### config.mk
export PLATFORM = sky130hd
export DESIGN_NAME = rv_core
export DESIGN_NICKNAME = d
export VERILOG_FILES = /design/src/design/rv_ctrl_pkg.sv /design/src/design/rv_isa_pkg.sv /design/src/design/alu.sv /design/src/design/insn_decoder.sv /design/src/design/pc_sequencer.sv /design/src/design/reg_file.sv /design/src/design/rv_core.sv
export SDC_FILE = /design/constraint.sdc
export NUM_CORES = 2
export LEC_CHECK = 0
export BUFFER_PORTS_ARGS = -buffer_cell sky130_fd_sc_hd__buf_2
export CAP_MARGIN = 20
export CORE_MARGIN = 2
export CORE_UTILIZATION = 28
export DETAILED_ROUTE_END_ITERATION = 10
export GPL_TIMING_DRIVEN = 0
export SLEW_MARGIN = 5
export SYNTH_ARGS = -nofsm -noshare
export SYNTH_HDL_FRONTEND = slang
export SYNTH_SLANG_ARGS = --single-unit
### constraint.sdc
create_clock -name clk -period 15.9 [get_ports clk]
set_input_delay 3.975 -clock clk [delete_from_list [all_inputs] [get_ports clk]]
set_output_delay 3.975 -clock clk [all_outputs]
set_load 0.005 [all_outputs]
### src/design/rv_ctrl_pkg.sv
package rv_ctrl_pkg;

  // width of the alu operation select
  localparam int alu_op_width = 4;

  // arithmetic
  localparam logic [alu_op_width-1:0] alu_add  = 4'd0;
  localparam logic [alu_op_width-1:0] alu_sub  = 4'd1;

  // shifts, amount taken from the low five bits of b
  localparam logic [alu_op_width-1:0] alu_sll  = 4'd2;
  localparam logic [alu_op_width-1:0] alu_srl  = 4'd3;
  localparam logic [alu_op_width-1:0] alu_sra  = 4'd4;

  // compares, result is 0 or 1
  localparam logic [alu_op_width-1:0] alu_slt  = 4'd5;
  localparam logic [alu_op_width-1:0] alu_sltu = 4'd6;

  // bitwise logic
  localparam logic [alu_op_width-1:0] alu_xor  = 4'd7;
  localparam logic [alu_op_width-1:0] alu_or   = 4'd8;
  localparam logic [alu_op_width-1:0] alu_and  = 4'd9;

  // b straight through, used by lui
  localparam logic [alu_op_width-1:0] alu_pass_b = 4'd10;

endpackage

### src/design/rv_isa_pkg.sv
package rv_isa_pkg;

  // base integer width and register index width
  localparam int xlen = 32;
  localparam int reg_addr_width = 5;

  // major opcodes of the kept instructions
  localparam logic [6:0] op_lui     = 7'b0110111;
  localparam logic [6:0] op_auipc   = 7'b0010111;
  localparam logic [6:0] op_branch  = 7'b1100011;
  localparam logic [6:0] op_store   = 7'b0100011;
  localparam logic [6:0] op_reg_imm = 7'b0010011;
  localparam logic [6:0] op_reg_reg = 7'b0110011;
  localparam logic [6:0] op_environ = 7'b1110011;

  // branch conditions
  localparam logic [2:0] f3_beq  = 3'b000;
  localparam logic [2:0] f3_bne  = 3'b001;
  localparam logic [2:0] f3_blt  = 3'b100;
  localparam logic [2:0] f3_bge  = 3'b101;
  localparam logic [2:0] f3_bltu = 3'b110;
  localparam logic [2:0] f3_bgeu = 3'b111;

  // word store is the only store width kept
  localparam logic [2:0] f3_sw = 3'b010;

  // alu functions, shared by the reg-imm and reg-reg groups
  localparam logic [2:0] f3_add  = 3'b000;
  localparam logic [2:0] f3_sll  = 3'b001;
  localparam logic [2:0] f3_slt  = 3'b010;
  localparam logic [2:0] f3_sltu = 3'b011;
  localparam logic [2:0] f3_xor  = 3'b100;
  localparam logic [2:0] f3_sr   = 3'b101;
  localparam logic [2:0] f3_or   = 3'b110;
  localparam logic [2:0] f3_and  = 3'b111;

  // selects sub and sra
  localparam logic [6:0] f7_alt = 7'b0100000;

  // one fetched word, seen through each instruction format
  typedef union packed {
    struct packed {logic [6:0] funct7; logic [4:0] rs2; logic [4:0] rs1;
                   logic [2:0] funct3; logic [4:0] rd; logic [6:0] opcode;} r;
    struct packed {logic [11:0] imm; logic [4:0] rs1; logic [2:0] funct3;
                   logic [4:0] rd; logic [6:0] opcode;} i;
    struct packed {logic [6:0] imm_hi; logic [4:0] rs2; logic [4:0] rs1;
                   logic [2:0] funct3; logic [4:0] imm_lo; logic [6:0] opcode;} s;
    struct packed {logic imm_12; logic [5:0] imm_10_5; logic [4:0] rs2; logic [4:0] rs1;
                   logic [2:0] funct3; logic [3:0] imm_4_1; logic imm_11;
                   logic [6:0] opcode;} b;
    struct packed {logic [19:0] imm; logic [4:0] rd; logic [6:0] opcode;} u;
  } rv_insn_t;

endpackage

### src/design/alu.sv
`timescale 1ns/1ps

module alu
  import rv_isa_pkg::*, rv_ctrl_pkg::*;
(
  input  logic [alu_op_width-1:0] op,
  input  logic [xlen-1:0]         a,
  input  logic [xlen-1:0]         b,
  output logic [xlen-1:0]         result
);

  logic [4:0] shamt;

  // only the low five bits count for rv32 shifts
  assign shamt = b[4:0];

  always_comb begin
    case (op)
      alu_add:    result = a + b;
      alu_sub:    result = a - b;
      alu_sll:    result = a << shamt;
      alu_srl:    result = a >> shamt;
      alu_sra:    result = $signed(a) >>> shamt;
      alu_slt: begin
        result = {{(xlen-1){1'b0}}, $signed(a) < $signed(b)};
      end
      alu_sltu: begin
        result = {{(xlen-1){1'b0}}, a < b};
      end
      alu_xor:    result = a ^ b;
      alu_or:     result = a | b;
      alu_and:    result = a & b;
      alu_pass_b: result = b;
      default:    result = '0;
    endcase
  end

endmodule

### src/design/insn_decoder.sv
`timescale 1ns/1ps

module insn_decoder
  import rv_isa_pkg::*, rv_ctrl_pkg::*;
(
  input  rv_insn_t                  insn,
  output logic [reg_addr_width-1:0] rs1_addr,
  output logic [reg_addr_width-1:0] rs2_addr,
  output logic [reg_addr_width-1:0] rd_addr,
  output logic [xlen-1:0]           imm,
  output logic [alu_op_width-1:0]   alu_op,
  output logic                      alu_src_imm,
  output logic                      wb_pc_rel,
  output logic                      reg_we,
  output logic                      is_branch,
  output logic                      is_store,
  output logic                      halt,
  output logic [2:0]                branch_cond
);

  logic writes;
  logic f7_zero;
  logic f7_is_alt;

  // funct3 picks the operation, alt only splits add/sub and srl/sra
  function automatic logic [alu_op_width-1:0] f3_to_alu(input logic [2:0] f3,
                                                        input logic alt);
    case (f3)
      f3_add:  return alt ? alu_sub : alu_add;
      f3_sll:  return alu_sll;
      f3_slt:  return alu_slt;
      f3_sltu: return alu_sltu;
      f3_xor:  return alu_xor;
      f3_sr:   return alt ? alu_sra : alu_srl;
      f3_or:   return alu_or;
      default: return alu_and;
    endcase
  endfunction

  // register fields sit in the same bits for every format
  assign rs1_addr    = insn.r.rs1;
  assign rs2_addr    = insn.r.rs2;
  assign rd_addr     = insn.r.rd;
  assign branch_cond = insn.b.funct3;

  assign f7_zero   = insn.r.funct7 == 7'd0;
  assign f7_is_alt = insn.r.funct7 == f7_alt;

  // x0 is never written
  assign reg_we = writes && (insn.r.rd != '0);

  always_comb begin
    imm         = '0;
    alu_op      = alu_add;
    alu_src_imm = 1'b0;
    wb_pc_rel   = 1'b0;
    writes      = 1'b0;
    is_branch   = 1'b0;
    is_store    = 1'b0;
    halt        = 1'b0;
    case (insn.r.opcode)
      op_lui: begin
        imm         = {insn.u.imm, 12'd0};
        alu_op      = alu_pass_b;
        alu_src_imm = 1'b1;
        writes      = 1'b1;
      end
      op_auipc: begin
        imm       = {insn.u.imm, 12'd0};
        wb_pc_rel = 1'b1;
        writes    = 1'b1;
      end
      op_reg_imm: begin
        imm         = {{20{insn.i.imm[11]}}, insn.i.imm};
        alu_src_imm = 1'b1;
        // shift immediates carry a funct7 in their upper bits
        alu_op = f3_to_alu(insn.i.funct3, f7_is_alt && insn.i.funct3 == f3_sr);
        if (insn.i.funct3 == f3_sll) begin
          writes = f7_zero;
        end else if (insn.i.funct3 == f3_sr) begin
          writes = f7_zero || f7_is_alt;
        end else begin
          writes = 1'b1;
        end
      end
      op_reg_reg: begin
        alu_op = f3_to_alu(insn.r.funct3, f7_is_alt);
        writes = f7_zero ||
                 (f7_is_alt && (insn.r.funct3 == f3_add || insn.r.funct3 == f3_sr));
      end
      op_branch: begin
        imm = {{19{insn.b.imm_12}}, insn.b.imm_12, insn.b.imm_11,
               insn.b.imm_10_5, insn.b.imm_4_1, 1'b0};
        is_branch = insn.b.funct3 inside {f3_beq, f3_bne, f3_blt, f3_bge, f3_bltu, f3_bgeu};
      end
      op_store: begin
        // address is rs1 + offset through the alu
        if (insn.s.funct3 == f3_sw) begin
          imm         = {{20{insn.s.imm_hi[6]}}, insn.s.imm_hi, insn.s.imm_lo};
          alu_src_imm = 1'b1;
          is_store    = 1'b1;
        end
      end
      op_environ: begin
        // ecall only, every bit above the opcode is zero
        halt = (insn.u.imm == '0) && (insn.u.rd == '0);
      end
      default: begin
        // anything else falls through as a no-op
      end
    endcase
  end

endmodule

### src/design/pc_sequencer.sv
`timescale 1ns/1ps

module pc_sequencer
  import rv_isa_pkg::*;
#(
  parameter logic [xlen-1:0] reset_pc = '0
) (
  input  logic            clk,
  input  logic            rst,
  input  logic            is_branch,
  input  logic            halt,
  input  logic [2:0]      branch_cond,
  input  logic [xlen-1:0] rs1_data,
  input  logic [xlen-1:0] rs2_data,
  input  logic [xlen-1:0] imm,
  output logic [xlen-1:0] pc
);

  logic            cond_met;
  logic            taken;
  logic [xlen-1:0] pc_next;

  // compare the register values, not the indices
  always_comb begin
    case (branch_cond)
      f3_beq:  cond_met = rs1_data == rs2_data;
      f3_bne:  cond_met = rs1_data != rs2_data;
      f3_blt:  cond_met = $signed(rs1_data) < $signed(rs2_data);
      f3_bge:  cond_met = $signed(rs1_data) >= $signed(rs2_data);
      f3_bltu: cond_met = rs1_data < rs2_data;
      f3_bgeu: cond_met = rs1_data >= rs2_data;
      default: cond_met = 1'b0;
    endcase
  end

  assign taken = is_branch && cond_met;

  // halt freezes the pc so the ecall stays in view
  assign pc_next = halt ? pc : (taken ? pc + imm : pc + xlen'(4));

  always_ff @(posedge clk) begin
    if (rst) begin
      pc <= reset_pc;
    end else begin
      pc <= pc_next;
    end
  end

endmodule

### src/design/reg_file.sv
`timescale 1ns/1ps

module reg_file
  import rv_isa_pkg::*;
(
  input  logic                      clk,
  input  logic                      rst,
  input  logic                      we,
  input  logic [reg_addr_width-1:0] rd_addr,
  input  logic [reg_addr_width-1:0] rs1_addr,
  input  logic [reg_addr_width-1:0] rs2_addr,
  input  logic [xlen-1:0]           rd_data,
  output logic [xlen-1:0]           rs1_data,
  output logic [xlen-1:0]           rs2_data
);

  logic [xlen-1:0] regs [2**reg_addr_width];

  always_ff @(posedge clk) begin
    if (rst) begin
      for (int i = 0; i < 2**reg_addr_width; i++) begin
        regs[i] <= '0;
      end
    end else if (we && rd_addr != '0) begin
      regs[rd_addr] <= rd_data;
    end
  end

  // asynchronous reads, x0 forced to zero
  assign rs1_data = (rs1_addr == '0) ? '0 : regs[rs1_addr];
  assign rs2_data = (rs2_addr == '0) ? '0 : regs[rs2_addr];

endmodule

### src/design/rv_core.sv
`timescale 1ns/1ps

module rv_core
  import rv_isa_pkg::*, rv_ctrl_pkg::*;
#(
  parameter logic [xlen-1:0] reset_pc = '0
) (
  input  logic            clk,
  input  logic            rst,
  input  logic [xlen-1:0] insn,
  output logic [xlen-1:0] pc,
  output logic [xlen-1:0] dmem_addr,
  output logic [xlen-1:0] dmem_wdata,
  output logic            dmem_we,
  output logic            halt
);

  logic [reg_addr_width-1:0] rs1_addr;
  logic [reg_addr_width-1:0] rs2_addr;
  logic [reg_addr_width-1:0] rd_addr;
  logic [xlen-1:0]           imm;
  logic [alu_op_width-1:0]   alu_op;
  logic                      alu_src_imm;
  logic                      wb_pc_rel;
  logic                      reg_we;
  logic                      is_branch;
  logic                      is_store;
  logic [2:0]                branch_cond;
  logic [xlen-1:0]           rs1_data;
  logic [xlen-1:0]           rs2_data;
  logic [xlen-1:0]           alu_b;
  logic [xlen-1:0]           alu_result;
  logic [xlen-1:0]           rd_data;

  insn_decoder insn_decoder_inst (
    .insn(insn), .rs1_addr(rs1_addr), .rs2_addr(rs2_addr), .rd_addr(rd_addr),
    .imm(imm), .alu_op(alu_op), .alu_src_imm(alu_src_imm), .wb_pc_rel(wb_pc_rel),
    .reg_we(reg_we), .is_branch(is_branch), .is_store(is_store), .halt(halt),
    .branch_cond(branch_cond)
  );

  // no register writes once halted
  reg_file reg_file_inst (
    .clk(clk), .rst(rst), .we(reg_we && !halt), .rd_addr(rd_addr),
    .rs1_addr(rs1_addr), .rs2_addr(rs2_addr), .rd_data(rd_data),
    .rs1_data(rs1_data), .rs2_data(rs2_data)
  );

  assign alu_b = alu_src_imm ? imm : rs2_data;

  alu alu_inst (.op(alu_op), .a(rs1_data), .b(alu_b), .result(alu_result));

  pc_sequencer #(.reset_pc(reset_pc)) pc_sequencer_inst (
    .clk(clk), .rst(rst), .is_branch(is_branch), .halt(halt),
    .branch_cond(branch_cond), .rs1_data(rs1_data), .rs2_data(rs2_data),
    .imm(imm), .pc(pc)
  );

  // auipc adds the upper immediate to the current pc
  assign rd_data = wb_pc_rel ? pc + imm : alu_result;

  // store port, valid in the cycle of the sw
  assign dmem_addr  = alu_result;
  assign dmem_wdata = rs2_data;
  assign dmem_we    = is_store;

endmodule

# Word level (Yosys, flattened, before mapping)
# Memory sizes are Yosys's and may differ from the RTL's.
# Cells that the tools add are included.
classes:
  magnitude_cmp: 6
  shifts: 3
  mux: 33
  n_addsub: 4
  n_reduce_logical: 23
  n_bitwise: 3
  eq_ne: 27
ops:
  columns: ["op", "count"]
  rows:
  - ["case mux 32 bit (11 select lines)", 1]
  - ["two-way mux 32 bit", 7]
  - ["less-than comparator 32 bit", 4]
  - ["case mux 32 bit (4 select lines)", 1]
  - ["adder 32 bit", 2]
  - [">= comparator 32 bit", 2]
  - ["case mux 4 bit (7 select lines)", 2]
  - ["adder 32 x 3 -> 32 bit, second input constant", 1]
  - ["AND 32 bit", 1]
  - ["equality test 32 bit", 1]
  - ["!= test 32 bit", 1]
  - ["OR 32 bit", 1]
  - ["OR reduction 32 bit", 1]
  - ["<< shifter 32 x 5 -> 32 bit", 1]
  - ["right shift 32 x 5 -> 32 bit", 1]
  - [">>> shifter 32 x 5 -> 32 bit", 1]
  - ["subtractor 32 bit", 1]
  - ["bitwise XOR 32 bit", 1]
  - ["equality test 7 x 6 -> 1 bit, second input constant", 4]
  - ["logical NOT 20 bit", 1]
  - ["equality test 4 x 3 -> 1 bit, second input constant", 4]
  - ["logical NOT 5 bit", 3]
  - ["two-way mux 1 bit", 15]
  - ["equality test 7 x 5 -> 1 bit, second input constant", 2]
  - ["other kinds (22)", 40]
word_totals:
  input_bits: 34
  out_inout_bits: 98
  wordCells: 101
  mem_bits_rw: 1024
  n_memories: 1
  ff_bits: 32
memory_table:
  columns: ["memory", "depth", "word_bits", "rd", "rd_ports_with_merged_regs", "wr", "line", "source"]
  rows:
  - ["reg_file_inst.regs", 32, 32, 2, 0, 32, "reg_file.sv:17", "logic [xlen-1:0] regs [2**reg_addr_width];"]

# Depth between registers and ports, before layout
depth:
  ltp_word: 13
  mapped_depth: 29
  depth_no_buf: 21

# Modules after synthesis
# Synthesis repeated with hierarchy kept, for this count alone.
unflattened:
  cells_unflattened: 5867
  hier_area_um2: 70744.1
modules_own_cells:
  columns: ["module", "instances", "seq_area_each_um2", "cells_each", "area_per_inst_um2"]
  rows:
  - ["reg_file", 1, 30749.5, 3502, 54253.3]
  - ["alu", 1, 0.0, 1313, 8640.8]
  - ["pc_sequencer", 1, 640.6, 606, 4495.6]
  - ["rv_core", 1, 0.0, 333, 2566.2]
  - ["insn_decoder", 1, 0.0, 113, 788.3]

# Least setup slack after synthesis
# OpenSTA, ideal clock, no wires.
synth_timing:
  kind: "input-to-output"
  start: "input port insn[20]"
  end: "output port dmem_addr[26]"
  setup_slack_ns: 1.764
  t_required_ns: 11.925
  path_stages: 22
  path_buffers: 6
  arrival_ns: 10.161
  path_cell_list: "buf_4 -> buf_2 -> buf_1 -> buf_2 -> buf_1 -> mux4_2 -> mux4_2 -> mux2_2 -> nand2_1 -> o21ai_0 -> ha_1 -> buf_2 -> or4b_1 -> or3_1 -> or3_1 -> nand3_1 -> a21o_1 -> a221oi_1 -> mux2i_1 -> a221o_1 -> a31o_1 -> or3b_2"
synth_via:
  elab_chain_cells: 5
  word_cells_on_any_way: 14
  cone_classes: "2 x add/sub; 3 x shift; 4 x mux; 3 x bitwise; 1 x reduce/logical; 1 x memory"
synth_lines:
  columns: ["element", "line", "source"]
  rows:
  - ["start, declared", "rv_core.sv:10", "input logic [xlen-1:0] insn,"]
  - ["memory read (32 x 32 bit) or logical NOT 5 bit (tied branches)", null, null]
  - ["two-way mux 32 bit", "reg_file.sv:31", "assign rs2_data = (rs2_addr == '0) ? '0 : regs[rs2_addr];"]
  - ["two-way mux 32 bit *", "rv_core.sv:49", "assign alu_b = alu_src_imm ? imm : rs2_data;"]
  - ["subtractor 32 bit, or another cell as far along", "alu.sv:20", "alu_sub: result = a - b;"]
  - ["case mux 32 bit (11 select lines) *", "alu.sv:18", "case (op)"]
  - ["end, declared", "rv_core.sv:12", "output logic [xlen-1:0] dmem_addr,"]
# Every way passes the cells marked *; elsewhere a longest branch is shown, timed or not.

# Worst setup path in the final report
layout_timing:
  start: "input port insn[16]"
  end: "output port dmem_addr[23]"
layout_via:
  elab_chain_cells: 4
  word_cells_on_any_way: 14
  cone_classes: "2 x add/sub; 3 x shift; 4 x mux; 3 x bitwise; 1 x reduce/logical; 1 x memory"
layout_lines:
  columns: ["element", "line"]
  rows:
  - ["memory read (32 x 32 bit), or another cell as far along", null]
  - ["two-way mux 32 bit (on tied branches)", "reg_file.sv:30, rv_core.sv:49"]
  - ["subtractor 32 bit, or another cell as far along", "alu.sv:20"]
  - ["case mux 32 bit (11 select lines) *", "alu.sv:18"]
# Marks and branches as above.

==> summary.md <==
| Metric | Value |
|---|---|
| Maximum vdd ir drop | 0.000102 V |
| Dominant synthesized flop cell | edfxtp_1 |
| DP Wirelength | 294000 microns |
| Core area | 241000 sq um |
| Worst Skew | 0.0593 ns |
| Layout Cells excl Fill | 9445 |
| Post-Synthesis Mean Instance Area | 11.7 sq um |
| Worst path arrival time | 12.16 ns |
| Clock transition at path regs | 0.06 ns |
| Total Neg Setup Slack | -1.08 ns |
| Maximum clock path buffer count | 3 |
| Effective utilization at floorplan | 28.2% |
| Post-synth EDFFs | 1024 |
| Yosys top cell area share | 45.4% |
| CP Class | input port to output port |
| Status | complete, but fails checks |
| Max Fanout on Critical Path | 11 |
| Final period util | 101% |
| Clock Tree Root | clkbuf_16 |
| Post-route minimum period | 16.13 ns |
| Placement row count | 180 |
| Die width | 496 microns |
| Residual DRC | 0 |
| Die height | 496 microns |
| Number of global-route vias before repair | 56252 |
| Most instantiated cells after synthesis | nor2_1, edfxtp_1, mux4_2 |
| Gate Count Post-Synth | 5775 |
| Synth top area cells | edfxtp_1, mux4_2, nor2_1 |
| Crit start category | input port |
| Largest net degree at the start of global routing | 33 |
| First-pass GRT wire length | 502000 microns |
| Leak | 28.6 nW |
| Failing checks | setup timing |
| Routed Antenna Nets | 0 |
| Clock Sinks | 1056 |
| Routability cong. | 1.05 |
| Synth unique cells | 124 |
| Area Growth Syn to Fin | 15.7% |
| Total power | 9.01 mW |
| Area leader, netlist | edfxtp_1 |
| Post-DR wirelength/cell | 40.6 microns |
| Crit path required time | 11.93 ns |
| Mapped cell area | 67800 sq um |
| Placed insts | 9202 |
| Nets@finish | 6347 |
| Count leader, synth | nor2_1 |
| PortBufs | 117 |
| Max frequency | 62.0 MHz |
| Total GRT Usage | 30.1% |
| P per Cell Area | 115 nW/um^2 |
| Slew Limit Fails | 0 |
| Worst Tran Pin Value | 1.32 ns |
| Post-synthesis sequential area ratio | 46.3% |
| GR Overflow Total | 0 |
| Async set-reset flop share out of synthesis | 0% |
| DRT Pass-1 Iters | 7 |
| H-Tree Level Count | 3 |
| HP Class | flop to flop |
| Final worst setup slack | -0.232 ns |
| Layout cells sized above 1 | 22.7% |
| Total of max-cap violations | 0 |
| Synthesis-stage register bit count | 1056 |
| Ports | 132 |
| Number of hold violations in the final report | 0 |
| CTS buffer count | 111 |
| Final wirelength | 383000 microns |
| CTS tree | done |
| Initial antenna violation count | 35 |
| Final hold slack | 0.586 ns |
| Filler cell count | 24255 |
| Starting DRT DRC Count | 11691 |
| Vias per inst | 6.44 |
| Die ar. | 246000 sq um |
| Routed vias | 60838 |
| Clk Latency, worst-skew pair | 0.83 ns |
| Yosys warns | 0 |
| RSZ-0062 raised after global routing | no |
| CP Capture Type | output port |
| Place WS | -1.32 ns |
| Worst rel slew slack | 11.7% |
| Final-report setup violation count | 11 |
[critical path, stage by stage]
cell	delay, ns
buf_2	0.36
buf_2	0.52
buf_2	0.56
clkbuf_2	0.83
mux4_2	0.43
mux2i_1	0.15
o22ai_1	0.29
o21ai_2	0.62
inv_1	0.33
ha_1	0.37
clkbuf_1	0.32
nand2_1	0.18
nor3_1	0.46
nand3b_1	0.30
a31oi_1	0.87
o31ai_1	0.19
and2_1	0.23
o2bb2ai_1	0.12
o22ai_1	0.37
nand4_1	0.38
buf_2	0.25
[registers in the layout, indices dropped and copies added (netlist names)]
name                  flops
reg_file_inst.regs     1024
pc_sequencer_inst.pc     32
[cells in the final DEF, fill, tap and decap left out, drive strengths merged, types with 24 or more instances in the layout]
cell        n
nand2     304
a31oi      40
nand4      41
o211ai     42
dfxtp      32
nand3      83
ha        166
nor2     1234
a21oi     225
buf       505
nor3       93
o21ai     159
and3       27
clkbuf    363
a21o       66
nand2b     39
a22oi      90
a2111oi    24
inv       164
xnor2      27
nor2b      40
edfxtp   1024
mux2i     246
conb       32
o22ai      73
a211oi     51
mux4      532
mux2       30
clkinv     57
[where the power goes]
part / switching [mW] / internal (mW) / leakage [nW]
sequential: 0.0524 / 3.14 / 10.8
clock: 1.24 / 1.55 / 1.83
combinational: 2.18 / 0.837 / 16.0
[cells by family (layout without fill, tap and decap cells)]
logic type | Yosys count | in the layout | share of synthesized area (%)
flip-flops | 1056 | 1056 | 46.3
multiplexers | 808 | 808 | 21.9
AO/OA/AOI/OAI | 1008 | 1008 | 10.2
AND/OR/NAND/NOR | 2007 | 2007 | 12.9
adder cells (fa/ha/maj) | 169 | 169 | 3.15
buffers and inverters | 682 | 1114 | 4.88
other | 1 | 54 | 0.00553
XOR/XNOR | 44 | 44 | 0.569
[final cells by class]
type | instances | area (sq um) | share of cell area (%)
Sequential cell | 1056 | 31400 | 40.0
Antenna cell | 22 | 55.1 | 0.0702
Clock inverter | 80 | 967 | 1.23
Multi-Input combinational cell | 4068 | 33500 | 42.7
Tap cell | 3185 | 3990 | 5.08
Timing Repair Buffer | 230 | 2240 | 2.85
Buffer | 511 | 2860 | 3.64
Inverter | 166 | 629 | 0.802
Clock buffer | 127 | 2840 | 3.62
[worst paths after layout]
| path | depth (start not counted) | endpoint | start | slack, ns |
|---|---|---|---|---|
| max | 21 | dmem_addr[23] | insn[16] | -0.23 |
| min | 2 | pc_sequencer_inst.pc[17] | pc_sequencer_inst.pc[17] | 0.59 |
| max reg2reg | 23 | reg_file_inst.regs[30][23] | reg_file_inst.regs[19][4] | 6.49 |
| min reg2reg | 2 | pc_sequencer_inst.pc[17] | pc_sequencer_inst.pc[17] | 0.59 |
[stage by stage]
| stage | utilization (%) | instance area [sq um] |
|---|---|---|
| after floorplan | - | 67900 |
| after global placement | 30.1 | 72500 |
| after detailed placement | 30.8 | 74200 |
| after CTS | 32.5 | 78100 |
| after global routing | 32.6 | 78400 |
| final | 32.6 | 78400 |
[per-layer routing]
metal / track usage [%] / vias to the layer above / part of all wire (%)
met5: 0.309 / - / 0.060
met4: 22.2 / 16 / 9.0
met3: 12.0 / 1457 / 15
met2: 43.8 / 5922 / 42
met1: 36.0 / 30658 / 34
li1: - / 22785 / -
[repair_timing]
action | CTS | global route
pin swaps | 4 | 5
hold buffers | 0 | 0
setup buffers | 4 | 5
endpoints found under the setup margin | 25 | 11
resized for setup | 70 | 47
(Power assumes the default switching activity.)
